## config.mk

```make
export PLATFORM = sky130hd
export DESIGN_NAME = sdcard_ctrl_top
export DESIGN_NICKNAME = d
export VERILOG_FILES = /design/src/sdcard_pkg.sv /design/src/sdcard_crc16.sv /design/src/sdcard_timer.sv /design/src/sdcard_data_tx.sv /design/src/sdcard_cmd_fsm.sv /design/src/sdcard_ctrl_top.sv
export SDC_FILE = /design/constraint.sdc
export NUM_CORES = 1
export LEC_CHECK = 0
export BUFFER_PORTS_ARGS = -buffer_cell sky130_fd_sc_hd__buf_2
export CAP_MARGIN = 20
export CORE_MARGIN = 8
export CORE_UTILIZATION = 40
export DETAILED_ROUTE_END_ITERATION = 10
export PLACE_DENSITY = 0.73
export SLEW_MARGIN = 20
export SYNTH_ARGS = -nofsm -noshare
export SYNTH_HDL_FRONTEND = slang
export SYNTH_SLANG_ARGS = --single-unit
```

## constraint.sdc

```tcl
create_clock -name i_clk -period 2.05 [get_ports i_clk]
set_clock_uncertainty 0.2 [all_clocks]
set_input_delay 0.205 -clock i_clk [delete_from_list [all_inputs] [get_ports i_clk]]
set_output_delay 0.205 -clock i_clk [all_outputs]
set_load 0.005 [all_outputs]
```

## src/sdcard_pkg.sv

```systemverilog
// SD card model shared definitions
// State encodings, command codes, bus structs and timing constants
// for the card-side command and read-data model

`default_nettype none

package sdcard_pkg;

    // Card states during identification
    typedef enum logic [2:0] {
        IDLE  = 3'd0,
        READY = 3'd1,
        IDENT = 3'd2,
        STBY  = 3'd3,
        INA   = 3'd4
    } sd_state_t;

    typedef enum logic [1:0] {
        R1 = 2'd0,
        R3 = 2'd1,
        R7 = 2'd2
    } resp_kind_t;

    // Streamer phases
    typedef enum logic [2:0] {
        TX_IDLE   = 3'd0,
        TX_TOKEN  = 3'd1,
        TX_DATA   = 3'd2,
        TX_CRC_HI = 3'd3,
        TX_CRC_LO = 3'd4
    } tx_phase_t;

    typedef struct packed {
        logic [5:0]  idx;
        logic [31:0] arg;
    } cmd_req_t;

    typedef struct packed {
        logic [31:0] data;
        resp_kind_t  kind;
        logic        illegal;
    } resp_t;

    typedef struct packed {
        logic [7:0] data;
        logic       last;   // Final byte of the block
    } dat_t;

    localparam logic [5:0] CMD_GO_IDLE       = 6'd0;
    localparam logic [5:0] CMD_ALL_SEND_CID  = 6'd2;
    localparam logic [5:0] CMD_SEND_RCA      = 6'd3;
    localparam logic [5:0] CMD_SEND_IF_COND  = 6'd8;
    localparam logic [5:0] CMD_READ_SINGLE   = 6'd17;
    localparam logic [5:0] ACMD_SEND_OP_COND = 6'd41;
    localparam logic [5:0] CMD_APP           = 6'd55;
    localparam logic [5:0] CMD_READ_OCR      = 6'd58;

    localparam int POWERUP_CYCLES = 40;    // Busy bit clears after this
    localparam int RESP_DELAY     = 4;
    localparam int BLOCK_BYTES    = 512;
    localparam int POWERUP_W      = $clog2(POWERUP_CYCLES + 1);
    localparam int DELAY_W        = $clog2(RESP_DELAY + 1);
    localparam int BYTE_CNT_W     = $clog2(BLOCK_BYTES);

    // Card capabilities
    localparam logic        CARD_HCS        = 1'b1;
    localparam logic [3:0]  CARD_VHS        = 4'h1;
    localparam logic [23:0] CARD_VDD_WINDOW = 24'hff8000;

    localparam logic [7:0]  START_TOKEN = 8'hfe;
    localparam logic [15:0] CRC16_POLY  = 16'h1021;   // x^16 + x^12 + x^5 + 1

endpackage

`default_nettype wire

```

## src/sdcard_crc16.sv

```systemverilog
// Data block CRC16
// CCITT polynomial, zero seed, advanced one byte per update strobe

`timescale 1ns/1ps
`default_nettype none

module sdcard_crc16 (
    input  wire logic        i_clk,
    input  wire logic        i_nrst,
    input  wire logic        i_clear,
    input  wire logic        i_update,
    input  wire logic [7:0]  i_byte,
    output logic      [15:0] o_crc
);

    logic [15:0] crc_q;

    // Eight serial steps, MSB first as on the DAT line
    function automatic logic [15:0] crc_byte(input logic [15:0] crc, input logic [7:0] b);
        logic [15:0] c;
        logic        fb;
        c = crc;
        for (int i = 7; i >= 0; i--) begin
            fb = c[15] ^ b[i];
            c  = {c[14:0], 1'b0};
            if (fb) begin
                c = c ^ sdcard_pkg::CRC16_POLY;
            end
        end
        return c;
    endfunction

    always_ff @(posedge i_clk or negedge i_nrst) begin
        if (!i_nrst) begin
            crc_q <= '0;
        end else if (i_clear) begin
            crc_q <= '0;
        end else if (i_update) begin
            crc_q <= crc_byte(crc_q, i_byte);
        end
    end

    assign o_crc = crc_q;

endmodule

`default_nettype wire

```

## src/sdcard_timer.sv

```systemverilog
// Card timer
// Power-up counter behind the ACMD41 busy bit, and the
// response-delay countdown restarted for every command

`timescale 1ns/1ps
`default_nettype none

module sdcard_timer (
    input  wire logic i_clk,
    input  wire logic i_nrst,
    input  wire logic i_start,
    output logic      o_done,
    output logic      o_powered
);

    logic [sdcard_pkg::POWERUP_W-1:0] pwr_cnt_q;
    logic [sdcard_pkg::DELAY_W-1:0]   dly_cnt_q;

    // Saturates once power-up is over
    always_ff @(posedge i_clk or negedge i_nrst) begin
        if (!i_nrst) begin
            pwr_cnt_q <= '0;
        end else if (!o_powered) begin
            pwr_cnt_q <= pwr_cnt_q + 1'b1;
        end
    end

    assign o_powered = (pwr_cnt_q == sdcard_pkg::POWERUP_W'(sdcard_pkg::POWERUP_CYCLES));

    always_ff @(posedge i_clk or negedge i_nrst) begin
        if (!i_nrst) begin
            dly_cnt_q <= '0;
        end else if (i_start) begin
            dly_cnt_q <= sdcard_pkg::DELAY_W'(sdcard_pkg::RESP_DELAY);
        end else if (dly_cnt_q != '0) begin
            dly_cnt_q <= dly_cnt_q - 1'b1;
        end
    end

    // One pulse on the last count
    assign o_done = (dly_cnt_q == sdcard_pkg::DELAY_W'(1));

endmodule

`default_nettype wire

```

## src/sdcard_data_tx.sv

```systemverilog
// Single-block read streamer
// Sends the start token, 512 bytes of synthetic card memory and the
// CRC16 of those bytes, one byte strobe per clock

`timescale 1ns/1ps
`default_nettype none

module sdcard_data_tx (
    input  wire logic              i_clk,
    input  wire logic              i_nrst,
    input  wire logic              i_start,
    input  wire logic [31:0]       i_block,
    input  wire logic [15:0]       i_crc,
    output logic                   o_crc_clear,
    output logic                   o_crc_update,
    output logic [7:0]             o_crc_byte,
    output logic                   o_active,
    output logic                   o_dat_valid,
    output sdcard_pkg::dat_t       o_dat
);

    sdcard_pkg::tx_phase_t                phase_q;
    logic [sdcard_pkg::BYTE_CNT_W-1:0]    cnt_q;
    logic [15:0]                          addr_q;   // Only A[15:0] feeds the content rule
    logic [7:0]                           mem_byte;

    // Card memory content: A[7:0] ^ A[15:8]
    assign mem_byte = addr_q[7:0] ^ addr_q[15:8];

    always_ff @(posedge i_clk or negedge i_nrst) begin
        if (!i_nrst) begin
            phase_q <= sdcard_pkg::TX_IDLE;
            cnt_q   <= '0;
        end else begin
            case (phase_q)
                sdcard_pkg::TX_IDLE: begin
                    if (i_start) begin
                        phase_q <= sdcard_pkg::TX_TOKEN;
                    end
                end
                sdcard_pkg::TX_TOKEN: begin
                    phase_q <= sdcard_pkg::TX_DATA;
                    cnt_q   <= '0;
                end
                sdcard_pkg::TX_DATA: begin
                    cnt_q <= cnt_q + 1'b1;
                    if (cnt_q == sdcard_pkg::BYTE_CNT_W'(sdcard_pkg::BLOCK_BYTES - 1)) begin
                        phase_q <= sdcard_pkg::TX_CRC_HI;
                    end
                end
                sdcard_pkg::TX_CRC_HI: phase_q <= sdcard_pkg::TX_CRC_LO;
                default:               phase_q <= sdcard_pkg::TX_IDLE;
            endcase
        end
    end

    // Byte address = block * 512 + index
    always_ff @(posedge i_clk) begin
        if (i_start) begin
            addr_q <= 16'({i_block, {sdcard_pkg::BYTE_CNT_W{1'b0}}});
        end else if (phase_q == sdcard_pkg::TX_DATA) begin
            addr_q <= addr_q + 1'b1;
        end
    end

    always_comb begin
        o_dat.last = (phase_q == sdcard_pkg::TX_CRC_LO);
        case (phase_q)
            sdcard_pkg::TX_TOKEN:  o_dat.data = sdcard_pkg::START_TOKEN;
            sdcard_pkg::TX_DATA:   o_dat.data = mem_byte;
            sdcard_pkg::TX_CRC_HI: o_dat.data = i_crc[15:8];
            sdcard_pkg::TX_CRC_LO: o_dat.data = i_crc[7:0];
            default:               o_dat.data = '0;
        endcase
    end

    assign o_dat_valid  = (phase_q != sdcard_pkg::TX_IDLE);
    assign o_active     = (phase_q != sdcard_pkg::TX_IDLE);
    assign o_crc_clear  = (phase_q == sdcard_pkg::TX_TOKEN);  // Seed before first data byte
    assign o_crc_update = (phase_q == sdcard_pkg::TX_DATA);
    assign o_crc_byte   = mem_byte;

    // The card never starts a second block on top of a running one
    a_no_restart: assert property (@(posedge i_clk) disable iff (!i_nrst)
        i_start |-> !o_active)
        else $error("block read started while streamer active");

endmodule

`default_nettype wire

```

## src/sdcard_cmd_fsm.sv

```systemverilog
// Card state machine
// Decodes host commands, tracks identification states and OCR,
// builds R1/R3/R7 responses and launches single-block reads

`timescale 1ns/1ps
`default_nettype none

module sdcard_cmd_fsm (
    input  wire logic                 i_clk,
    input  wire logic                 i_nrst,
    input  wire logic                 i_spi_mode,
    input  wire logic                 i_cmd_valid,
    input  wire sdcard_pkg::cmd_req_t i_cmd,
    input  wire logic                 i_powered,
    input  wire logic                 i_delay_done,
    input  wire logic                 i_tx_active,
    output logic                      o_delay_start,
    output logic                      o_resp_valid,
    output sdcard_pkg::resp_t         o_resp,
    output logic                      o_busy,
    output logic                      o_read_start,
    output logic [31:0]               o_read_block
);

    sdcard_pkg::sd_state_t state_q;
    sdcard_pkg::sd_state_t nxt_state;
    sdcard_pkg::resp_kind_t nxt_kind;
    sdcard_pkg::resp_t     nxt_resp;
    logic                  ocr_hcs_q;
    logic [23:0]           ocr_window_q;
    logic                  busy_q;
    logic                  resp_valid_q;
    logic                  delay_start_q;
    logic                  read_pend_q;
    logic                  read_start_q;
    logic                  accept;
    logic                  nxt_ok;
    logic                  nxt_read;
    logic                  ocr_load;
    logic [31:0]           nxt_data;
    logic                  acmd_hcs;
    logic [23:0]           acmd_window;

    assign accept      = i_cmd_valid & ~busy_q;   // Commands during busy are dropped
    assign acmd_hcs    = i_cmd.arg[30] & sdcard_pkg::CARD_HCS;
    assign acmd_window = i_cmd.arg[23:0] & sdcard_pkg::CARD_VDD_WINDOW;

    always_comb begin
        nxt_state = state_q;
        nxt_ok    = 1'b0;
        nxt_kind  = sdcard_pkg::R1;
        nxt_data  = '0;
        nxt_read  = 1'b0;
        ocr_load  = 1'b0;
        case (state_q)
            sdcard_pkg::IDLE: begin
                case (i_cmd.idx)
                    sdcard_pkg::CMD_GO_IDLE: nxt_ok = 1'b1;
                    sdcard_pkg::CMD_APP:     nxt_ok = 1'b1;
                    sdcard_pkg::CMD_SEND_IF_COND: begin
                        nxt_ok         = 1'b1;
                        nxt_kind       = sdcard_pkg::R7;
                        nxt_data[11:8] = i_cmd.arg[11:8] & sdcard_pkg::CARD_VHS;
                        nxt_data[7:0]  = i_cmd.arg[7:0];   // Check pattern echo
                    end
                    sdcard_pkg::ACMD_SEND_OP_COND: begin
                        nxt_ok         = 1'b1;
                        nxt_kind       = sdcard_pkg::R3;
                        ocr_load       = 1'b1;
                        nxt_data[31]   = i_powered;        // Busy bit, low while powering up
                        nxt_data[30]   = acmd_hcs;
                        nxt_data[23:0] = acmd_window;
                        if (acmd_window == '0) begin
                            nxt_state = sdcard_pkg::INA;  // No usable voltage
                        end else if (!i_spi_mode && i_powered) begin
                            nxt_state = sdcard_pkg::READY;
                        end
                    end
                    sdcard_pkg::CMD_READ_OCR: begin
                        if (i_spi_mode) begin
                            nxt_ok         = 1'b1;
                            nxt_kind       = sdcard_pkg::R3;
                            nxt_data[30]   = ocr_hcs_q;
                            nxt_data[23:0] = ocr_window_q;
                        end
                    end
                    sdcard_pkg::CMD_READ_SINGLE: begin
                        if (i_spi_mode && !i_tx_active) begin
                            nxt_ok   = 1'b1;
                            nxt_read = 1'b1;
                        end
                    end
                    default: ;
                endcase
            end
            sdcard_pkg::READY, sdcard_pkg::IDENT, sdcard_pkg::STBY: begin
                if (i_cmd.idx == sdcard_pkg::CMD_GO_IDLE) begin
                    nxt_ok    = 1'b1;
                    nxt_state = sdcard_pkg::IDLE;
                end else if (state_q == sdcard_pkg::READY &&
                             i_cmd.idx == sdcard_pkg::CMD_ALL_SEND_CID) begin
                    nxt_ok    = 1'b1;
                    nxt_state = sdcard_pkg::IDENT;
                end else if (state_q == sdcard_pkg::IDENT &&
                             i_cmd.idx == sdcard_pkg::CMD_SEND_RCA) begin
                    nxt_ok    = 1'b1;
                    nxt_state = sdcard_pkg::STBY;
                end
            end
            default: ;   // INA refuses everything
        endcase
        // Rejected commands answer all-ones with the illegal flag
        nxt_resp.data    = nxt_ok ? nxt_data : '1;
        nxt_resp.kind    = nxt_kind;
        nxt_resp.illegal = ~nxt_ok;
    end

    always_ff @(posedge i_clk or negedge i_nrst) begin
        if (!i_nrst) begin
            state_q       <= sdcard_pkg::IDLE;
            ocr_hcs_q     <= 1'b0;
            ocr_window_q  <= '0;
            busy_q        <= 1'b0;
            resp_valid_q  <= 1'b0;
            delay_start_q <= 1'b0;
            read_pend_q   <= 1'b0;
            read_start_q  <= 1'b0;
        end else begin
            delay_start_q <= accept;
            resp_valid_q  <= i_delay_done;
            read_start_q  <= i_delay_done & read_pend_q;  // Token follows the response
            if (accept) begin
                busy_q      <= 1'b1;
                state_q     <= nxt_state;
                read_pend_q <= nxt_read;
                if (ocr_load) begin
                    ocr_hcs_q    <= acmd_hcs;
                    ocr_window_q <= acmd_window;
                end
            end else begin
                if (resp_valid_q) begin
                    busy_q <= 1'b0;
                end
                if (i_delay_done) begin
                    read_pend_q <= 1'b0;
                end
            end
        end
    end

    always_ff @(posedge i_clk) begin
        if (accept) begin
            o_resp       <= nxt_resp;
            o_read_block <= i_cmd.arg;
        end
    end

    assign o_busy        = busy_q;
    assign o_resp_valid  = resp_valid_q;
    assign o_delay_start = delay_start_q;
    assign o_read_start  = read_start_q;

    // Timer expiry must land inside the command window
    a_resp_in_busy: assert property (@(posedge i_clk) disable iff (!i_nrst)
        o_resp_valid |-> o_busy)
        else $error("response strobe outside busy window");

    a_no_cmd_busy: assert property (@(posedge i_clk) disable iff (!i_nrst)
        i_cmd_valid |-> !o_busy)
        else $error("command strobed while card busy");

endmodule

`default_nettype wire

```

## src/sdcard_ctrl_top.sv

```systemverilog
// SD card model top
// Joins the card state machine, timer, block streamer and data CRC

`timescale 1ns/1ps
`default_nettype none

module sdcard_ctrl_top (
    input  wire logic                 i_clk,
    input  wire logic                 i_nrst,
    input  wire logic                 i_spi_mode,
    input  wire logic                 i_cmd_valid,
    input  wire sdcard_pkg::cmd_req_t i_cmd,
    output logic                      o_resp_valid,
    output sdcard_pkg::resp_t         o_resp,
    output logic                      o_busy,
    output logic                      o_powered,
    output logic                      o_dat_valid,
    output sdcard_pkg::dat_t          o_dat
);

    logic        delay_start;
    logic        delay_done;
    logic        read_start;
    logic [31:0] read_block;
    logic        tx_active;
    logic        crc_clear;
    logic        crc_update;
    logic [7:0]  crc_byte;
    logic [15:0] crc;

    sdcard_cmd_fsm u_cmd_fsm (
        .i_clk         (i_clk),
        .i_nrst        (i_nrst),
        .i_spi_mode    (i_spi_mode),
        .i_cmd_valid   (i_cmd_valid),
        .i_cmd         (i_cmd),
        .i_powered     (o_powered),
        .i_delay_done  (delay_done),
        .i_tx_active   (tx_active),
        .o_delay_start (delay_start),
        .o_resp_valid  (o_resp_valid),
        .o_resp        (o_resp),
        .o_busy        (o_busy),
        .o_read_start  (read_start),
        .o_read_block  (read_block)
    );

    sdcard_timer u_timer (
        .i_clk     (i_clk),
        .i_nrst    (i_nrst),
        .i_start   (delay_start),
        .o_done    (delay_done),
        .o_powered (o_powered)
    );

    sdcard_data_tx u_data_tx (
        .i_clk        (i_clk),
        .i_nrst       (i_nrst),
        .i_start      (read_start),
        .i_block      (read_block),
        .i_crc        (crc),
        .o_crc_clear  (crc_clear),
        .o_crc_update (crc_update),
        .o_crc_byte   (crc_byte),
        .o_active     (tx_active),
        .o_dat_valid  (o_dat_valid),
        .o_dat        (o_dat)
    );

    sdcard_crc16 u_crc16 (
        .i_clk    (i_clk),
        .i_nrst   (i_nrst),
        .i_clear  (crc_clear),
        .i_update (crc_update),
        .i_byte   (crc_byte),
        .o_crc    (crc)
    );

endmodule

`default_nettype wire

```

# Word level (Yosys, flattened, before mapping)
# Cells that the tools add are included.
dict set report classes {
  n_reduce_logical 23
  n_div 0
  shifts 0
  n_eq_ne 22
  bitwise_logic 21
  order_cmp 0
  muxes 66
  add_sub_neg 4
  n_mul 0
}
# op n
set ops {}
lappend ops {{2-to-1 mux 16 bit} 18}
lappend ops {{2-to-1 mux 13 bit} 8}
lappend ops {{2-to-1 mux 24 bit} 2}
lappend ops {{case mux 12 bit (2 select lines)} 2}
lappend ops {{case mux 8 bit (4 select lines)} 1}
lappend ops {{2-to-1 mux 3 bit} 10}
lappend ops {{2-to-1 mux 30 bit} 1}
lappend ops {{equality test 6 bit (second input constant)} 4}
lappend ops {{logical NOT 24 bit} 1}
lappend ops {{NOT 3 bit} 8}
lappend ops {{case mux 9 bit (2 select lines)} 1}
lappend ops {{adder 16 x 1 -> 16 bit (second input constant)} 1}
lappend ops {{2-to-1 mux 1 bit} 16}
lappend ops {{equality test 3 x 2 -> 1 bit (second input constant)} 4}
lappend ops {{equality test 6 x 2 -> 1 bit (second input constant)} 2}
lappend ops {{case mux 3 bit (4 select lines)} 1}
lappend ops {{nonzero test 2 bit} 6}
lappend ops {{adder 9 x 1 -> 9 bit (second input constant)} 1}
lappend ops {{equality test 3 x 1 -> 1 bit (second input constant)} 3}
lappend ops {{equality test 9 bit (second input constant)} 1}
lappend ops {{XOR 1 bit} 8}
lappend ops {{XOR 8 bit} 1}
lappend ops {{adder 6 x 1 -> 6 bit (second input constant)} 1}
lappend ops {{equality test 6 x 4 -> 1 bit (second input constant)} 1}
lappend ops {{23 further kinds} 34}
dict set report totals {
  out_inout_bits 48
  register_bits 113
  romBits 0
  mem_count 0
  latch_bits 0
  elab_cells 156
  ramBits 0
  input_bits 42
}

# Longest topological paths before layout
dict set report logic_depth {
  depth_word 33
  mapped_depth 7
  ltp_nobuf 6
}

# Cells and area by module
# From an unflattened synthesis, not the netlist that was laid out.
dict set report unflattened {
  hier_cells 519
  hier_area_um2 6259.8
}
# mod n_inst cells_per_inst area_each_um2 seq_area_each_um2
set modules_own_cells {}
lappend modules_own_cells {sdcard_cmd_fsm 1 208 3035.4 2132.0}
lappend modules_own_cells {sdcard_data_tx 1 192 1715.4 690.7}
lappend modules_own_cells {sdcard_crc16 1 79 1043.5 400.4}
lappend modules_own_cells {sdcard_timer 1 40 465.4 225.2}

# Worst setup path after synthesis
# Ideal clock, no wire load.
dict set report synth_path {
  kind {register to register}
  from {register u_cmd_fsm.state_q[2]}
  to {register u_cmd_fsm.ocr_hcs_q}
  stages_incl_launch_ff 6
  setup_slack_ns 0.087
  n_path_buf 2
  setup_ns 0.125
  t_arrival_ns 1.638
  synth_period_minus_slack_ns 1.963
  required_time_ns 1.725
  cell_sequence {dfrtp_1 or3_1 buf_4 nor3b_2 buf_4 mux2_2}
}
dict set report synth_between {
  elab_chain_len 3
}
# item line_no
set synth_lines {}
lappend synth_lines {{start, declared} sdcard_cmd_fsm.sv:25} ;# sdcard_pkg::sd_state_t state_q;
lappend synth_lines {{start signal, assigned} sdcard_cmd_fsm.sv:120} ;# state_q <= sdcard_pkg::IDLE;
lappend synth_lines {{start signal, assigned} sdcard_cmd_fsm.sv:134} ;# state_q <= nxt_state;
lappend synth_lines {{logical NOT 3 bit} sdcard_cmd_fsm.sv:55} ;# case (state_q)
lappend synth_lines {{2-to-1 mux 1 bit} sdcard_cmd_fsm.sv:55}
lappend synth_lines {{AND reduction 2 bit (no line)} --}
lappend synth_lines {{end signal, assigned} sdcard_cmd_fsm.sv:137} ;# ocr_hcs_q <= acmd_hcs;
lappend synth_lines {{end, declared} sdcard_cmd_fsm.sv:29} ;# logic ocr_hcs_q;
# Every way passes these cells.
# A chain may end at the register's enable or synchronous reset.

# Worst setup path after layout
dict set report layout_path {
  from {register u_cmd_fsm.state_q[2]}
  to {register u_cmd_fsm.state_q[0]}
}
dict set report layout_between {
  elab_chain_len 5
  word_cells_on_any_way 15
  cone_classes {eq/ne (6); mux (3); reduce/logical (6)}
}
# item
set layout_lines {}
lappend layout_lines {{parallel branches: the longest is 5 deep, another holds AND reduction 5 bit}}
# Several ways; the timed one is not identified.

==> results.md <==
- Status: finished, violations left
- Failing checks: negative setup slack
- Starting Density: 40.3%
- Rel. slew slack: 54.5%
- First-pass GRT wire length: 20.5 mm
- Yosys top cell area share: between 20% and 30%
- Final-report hold violation count: 0
- Reg area: ~0.0027 mm^2
- Synth area leaders: dfrtp_1 (26%), edfxtp_1 (22%), nand2_1 (3.9%), xnor2_1 (3.8%), dfxtp_1 (3.4%)
- CP max stage cell: a2111oi_0
- Critical Path End Type: register
- Overall Power: 0.00638 W
- Worst vdd ir: between 400 and 500 uV
- RSZ-0062 raised after global routing: true
- R2R cell count: 5
- Synth Warn #: 0
- Gr usage total: 15.2%
- Crit path depth: 5
- Root Driver: clkbuf_16
- WL per Instance: 16.6 um
- Crit path cell chain: buf_4 -> or2_2 -> a2111oi_0 -> a21oi_1 -> mux2_2
- Antenna cells: 0
- Die area: 0.0171 mm^2
- DRC errors left: 0
- Vias in the first global route: 4189
- PD cells: 948 mW/mm^2
- Port buffer count: 76
- FILL cells: 1108
- IO Pins: 90
- Largest area contributor in the netlist: dfrtp_1
- Tightest Pin Transition: 665 ps
- Gate Count Post-Synth: 481
- Synth cell types: 60
- Grt total ovfl: 0
- Placer Congestion: 0.831
- Req. time, crit path: 2090 ps
- Final setup violation count: 1
- Post-synth EDFFs: 38
- Core Util, Final: about half
- Leakage: 2.71 nW
- Maximum clock rate: 453 MHz
- Pins Over Slew Limit: 0
- Clk slew on worst S/H paths: approximately 70 ps
- Worst skew pair latency: 350 ps
- Clk buf depth: 2
- Post-synth top cells: dfrtp_1 (55), nand2_1 (55), edfxtp_1 (38)
- Post-Syn Area per Cell: between 10 and 15 um^2
- WS Path Type: register to register
- Post-route ant nets: 0
- DP HPWL: approximately 8.6 mm
- CP delay by family, top: compound AO/OA/AOI/OAI gates
- Pin count of the biggest net entering global routing: 34
- Slowest stage delay, CP: 610 ps
- Area grow syn2layout: 27.6%
- Drt initial violations: 269
- CTS sink count: 102
- Tcrit/Tclk final: 108%
- Hold Path Depth: 3
- Inserted Clock Buffers: 9
- Nets: 649
- Initial antenna violation count: 0
- Worst min path class: input port to register
- Critical path capture point: u_cmd_fsm.state_q[0]$_DFFE_PN0P_
- Number of detailed-route iterations in the first pass: 4
- Setup ws final: -160 ps
- Buf+Inv Stages, Crit Path: 1
- Rows: 42
- Core area: 0.0131 mm^2
- Fraction of registers with async set/reset: between 50% and 60%
- Crit Path Max Fanout: 5
- Fraction of layout cells with a size suffix above 1: 32.8%
- Mapped Area: 0.00527 mm^2
- Critical path data arrival time: around 2300 ps
- Post-layout min period: 2210 ps
- Overall routed net length: between 10 and 15 mm
- Setup slack, reg-to-reg: -160 ps
- Area taken by multi-input logic gates: between 0.002 and 0.0025 mm^2
- Vias per inst: ~5.3
- H-tree depth: 3
- Setup crit start: u_cmd_fsm.state_q[2]$_DFFE_PN0P_
- Mapped Nets: around 530
- Post-synthesis sequential area ratio: 51.2%
- Setup crit start kind: register
- R2R Path Start: u_cmd_fsm.state_q[2]$_DFFE_PN0P_
- Die span in x: 131 um
- Worst r2r dst: u_cmd_fsm.state_q[0]$_DFFE_PN0P_
- Die Span Y: 131 um
- CTS tree: done
- Max cap viols: 0
- Ys flop type: dfrtp_1
- Vias post-DR: 4125
- #FFs+latches synth: 102
==> power breakdown <==
part / total [W] / internal, W / switching [W]
Sequential: 0.00277 / 0.00248 / 0.000288
Combinational: 0.00183 / 0.000889 / 0.000939
Clock: 0.00179 / 0.000941 / 0.000846
==> layout by cell type (no fill, tap or decap), types with 15 or more instances in the layout <==
| cell | instances |
|---|---|
| o21ai_1 | 15 |
| nand2_1 | 55 |
| o21ai_0 | 22 |
| buf_4 | 36 |
| edfxtp_1 | 38 |
| dlygate4sd3_1 | 20 |
| xnor2_1 | 22 |
| xor2_1 | 16 |
| dfrtp_1 | 55 |
| nor2_1 | 30 |
| buf_2 | 76 |
| a22oi_1 | 17 |
==> cells by family (layout without fill, tap and decap cells) <==
group | Yosys count | in the layout | share of synthesized area [%]
fa+ha+maj | 8 | 8 | 1.90
flops | 102 | 102 | 51.2
simple gates | 152 | 152 | 14.6
buf+inv | 49 | 172 | 5.17
compound gates | 103 | 103 | 13.5
mux | 16 | 16 | 3.32
xor+xnor | 51 | 51 | 10.3
==> worst reg2reg max path: cells and delay by family, from the launching register on <==
family	cells	cell delay (ps)
DFF	1	380
and+or+nand+nor	1	340
buffers and inverters	1	160
AOI/OAI and AO/OA	2	730
muxes	1	300
==> metal layers <==
metal  share of wire, %  routed length [um]  global-route usage (%)
met3                6.6                 855                    4.75
met4               0.99                 128                    4.73
met5                  0                   0                       0
met2                 52                6720                    25.8
met1                 41                5270                    18.0
==> layout make-up <==
class | count | area share [%]
Inverter | 12 | 0.725
Timing Repair Buffer | 144 | 15.6
Tap cell | 176 | 3.27
Sequential cell | 102 | 40.1
Clock buffer | 10 | 3.72
Clock inverter | 6 | 1.06
Multi-Input combinational cell | 330 | 35.5
==> worst min-delay path by stage <==
stage	slack, ps	start	end
after floorplan	-290	i_nrst	u_cmd_fsm.o_busy$_DFFE_PN0P_
after global placement	-30	i_nrst	u_crc16.o_crc[8]$_DFFE_PN0P_
after detailed placement	-20	i_nrst	u_crc16.o_crc[0]$_DFFE_PN0P_
after CTS	40	i_cmd_valid	u_cmd_fsm.o_busy$_DFFE_PN0P_
after global routing	110	i_cmd_valid	u_cmd_fsm.o_busy$_DFFE_PN0P_
final	60	i_cmd_valid	u_cmd_fsm.o_busy$_DFFE_PN0P_
==> flip-flops by register name (all words and copies together), names as in the netlist, 6 cells and up <==
signal / cells
u_cmd_fsm.o_read_block: 7
u_cmd_fsm.ocr_window_q: 9
u_timer.pwr_cnt_q: 6
u_data_tx.addr_q: 16
u_data_tx.cnt_q: 9
u_cmd_fsm.o_resp: 24
u_crc16.o_crc: 16
==> through the flow <==
step / hold WS (ps) / area (um^2) / setup TNS (ps) / instances / worst slack [ps]
floorplan: -291 / 5270 / 0 / 481 / 87.2
global placement: -27.2 / 5930 / 0 / 729 / 11.5
detailed placement: -23.1 / 5930 / -113 / 729 / -21.4
CTS: 42.9 / 6510 / -58.9 / 768 / -34.9
global route: 110 / 6730 / -473 / 780 / -177
finish: 58.1 / 6730 / -160 / 780 / -160
==> what timing repair did <==
item                       CTS  global route
hold buffers                20             0
hold endpoints to repair    68             0
setup endpoints to repair   17            32
pin swaps                    2            11
gates resized for setup      9            21
cloned                       0             2
setup buffers                3            10
Note: power is estimated with default switching activity, not from simulation.
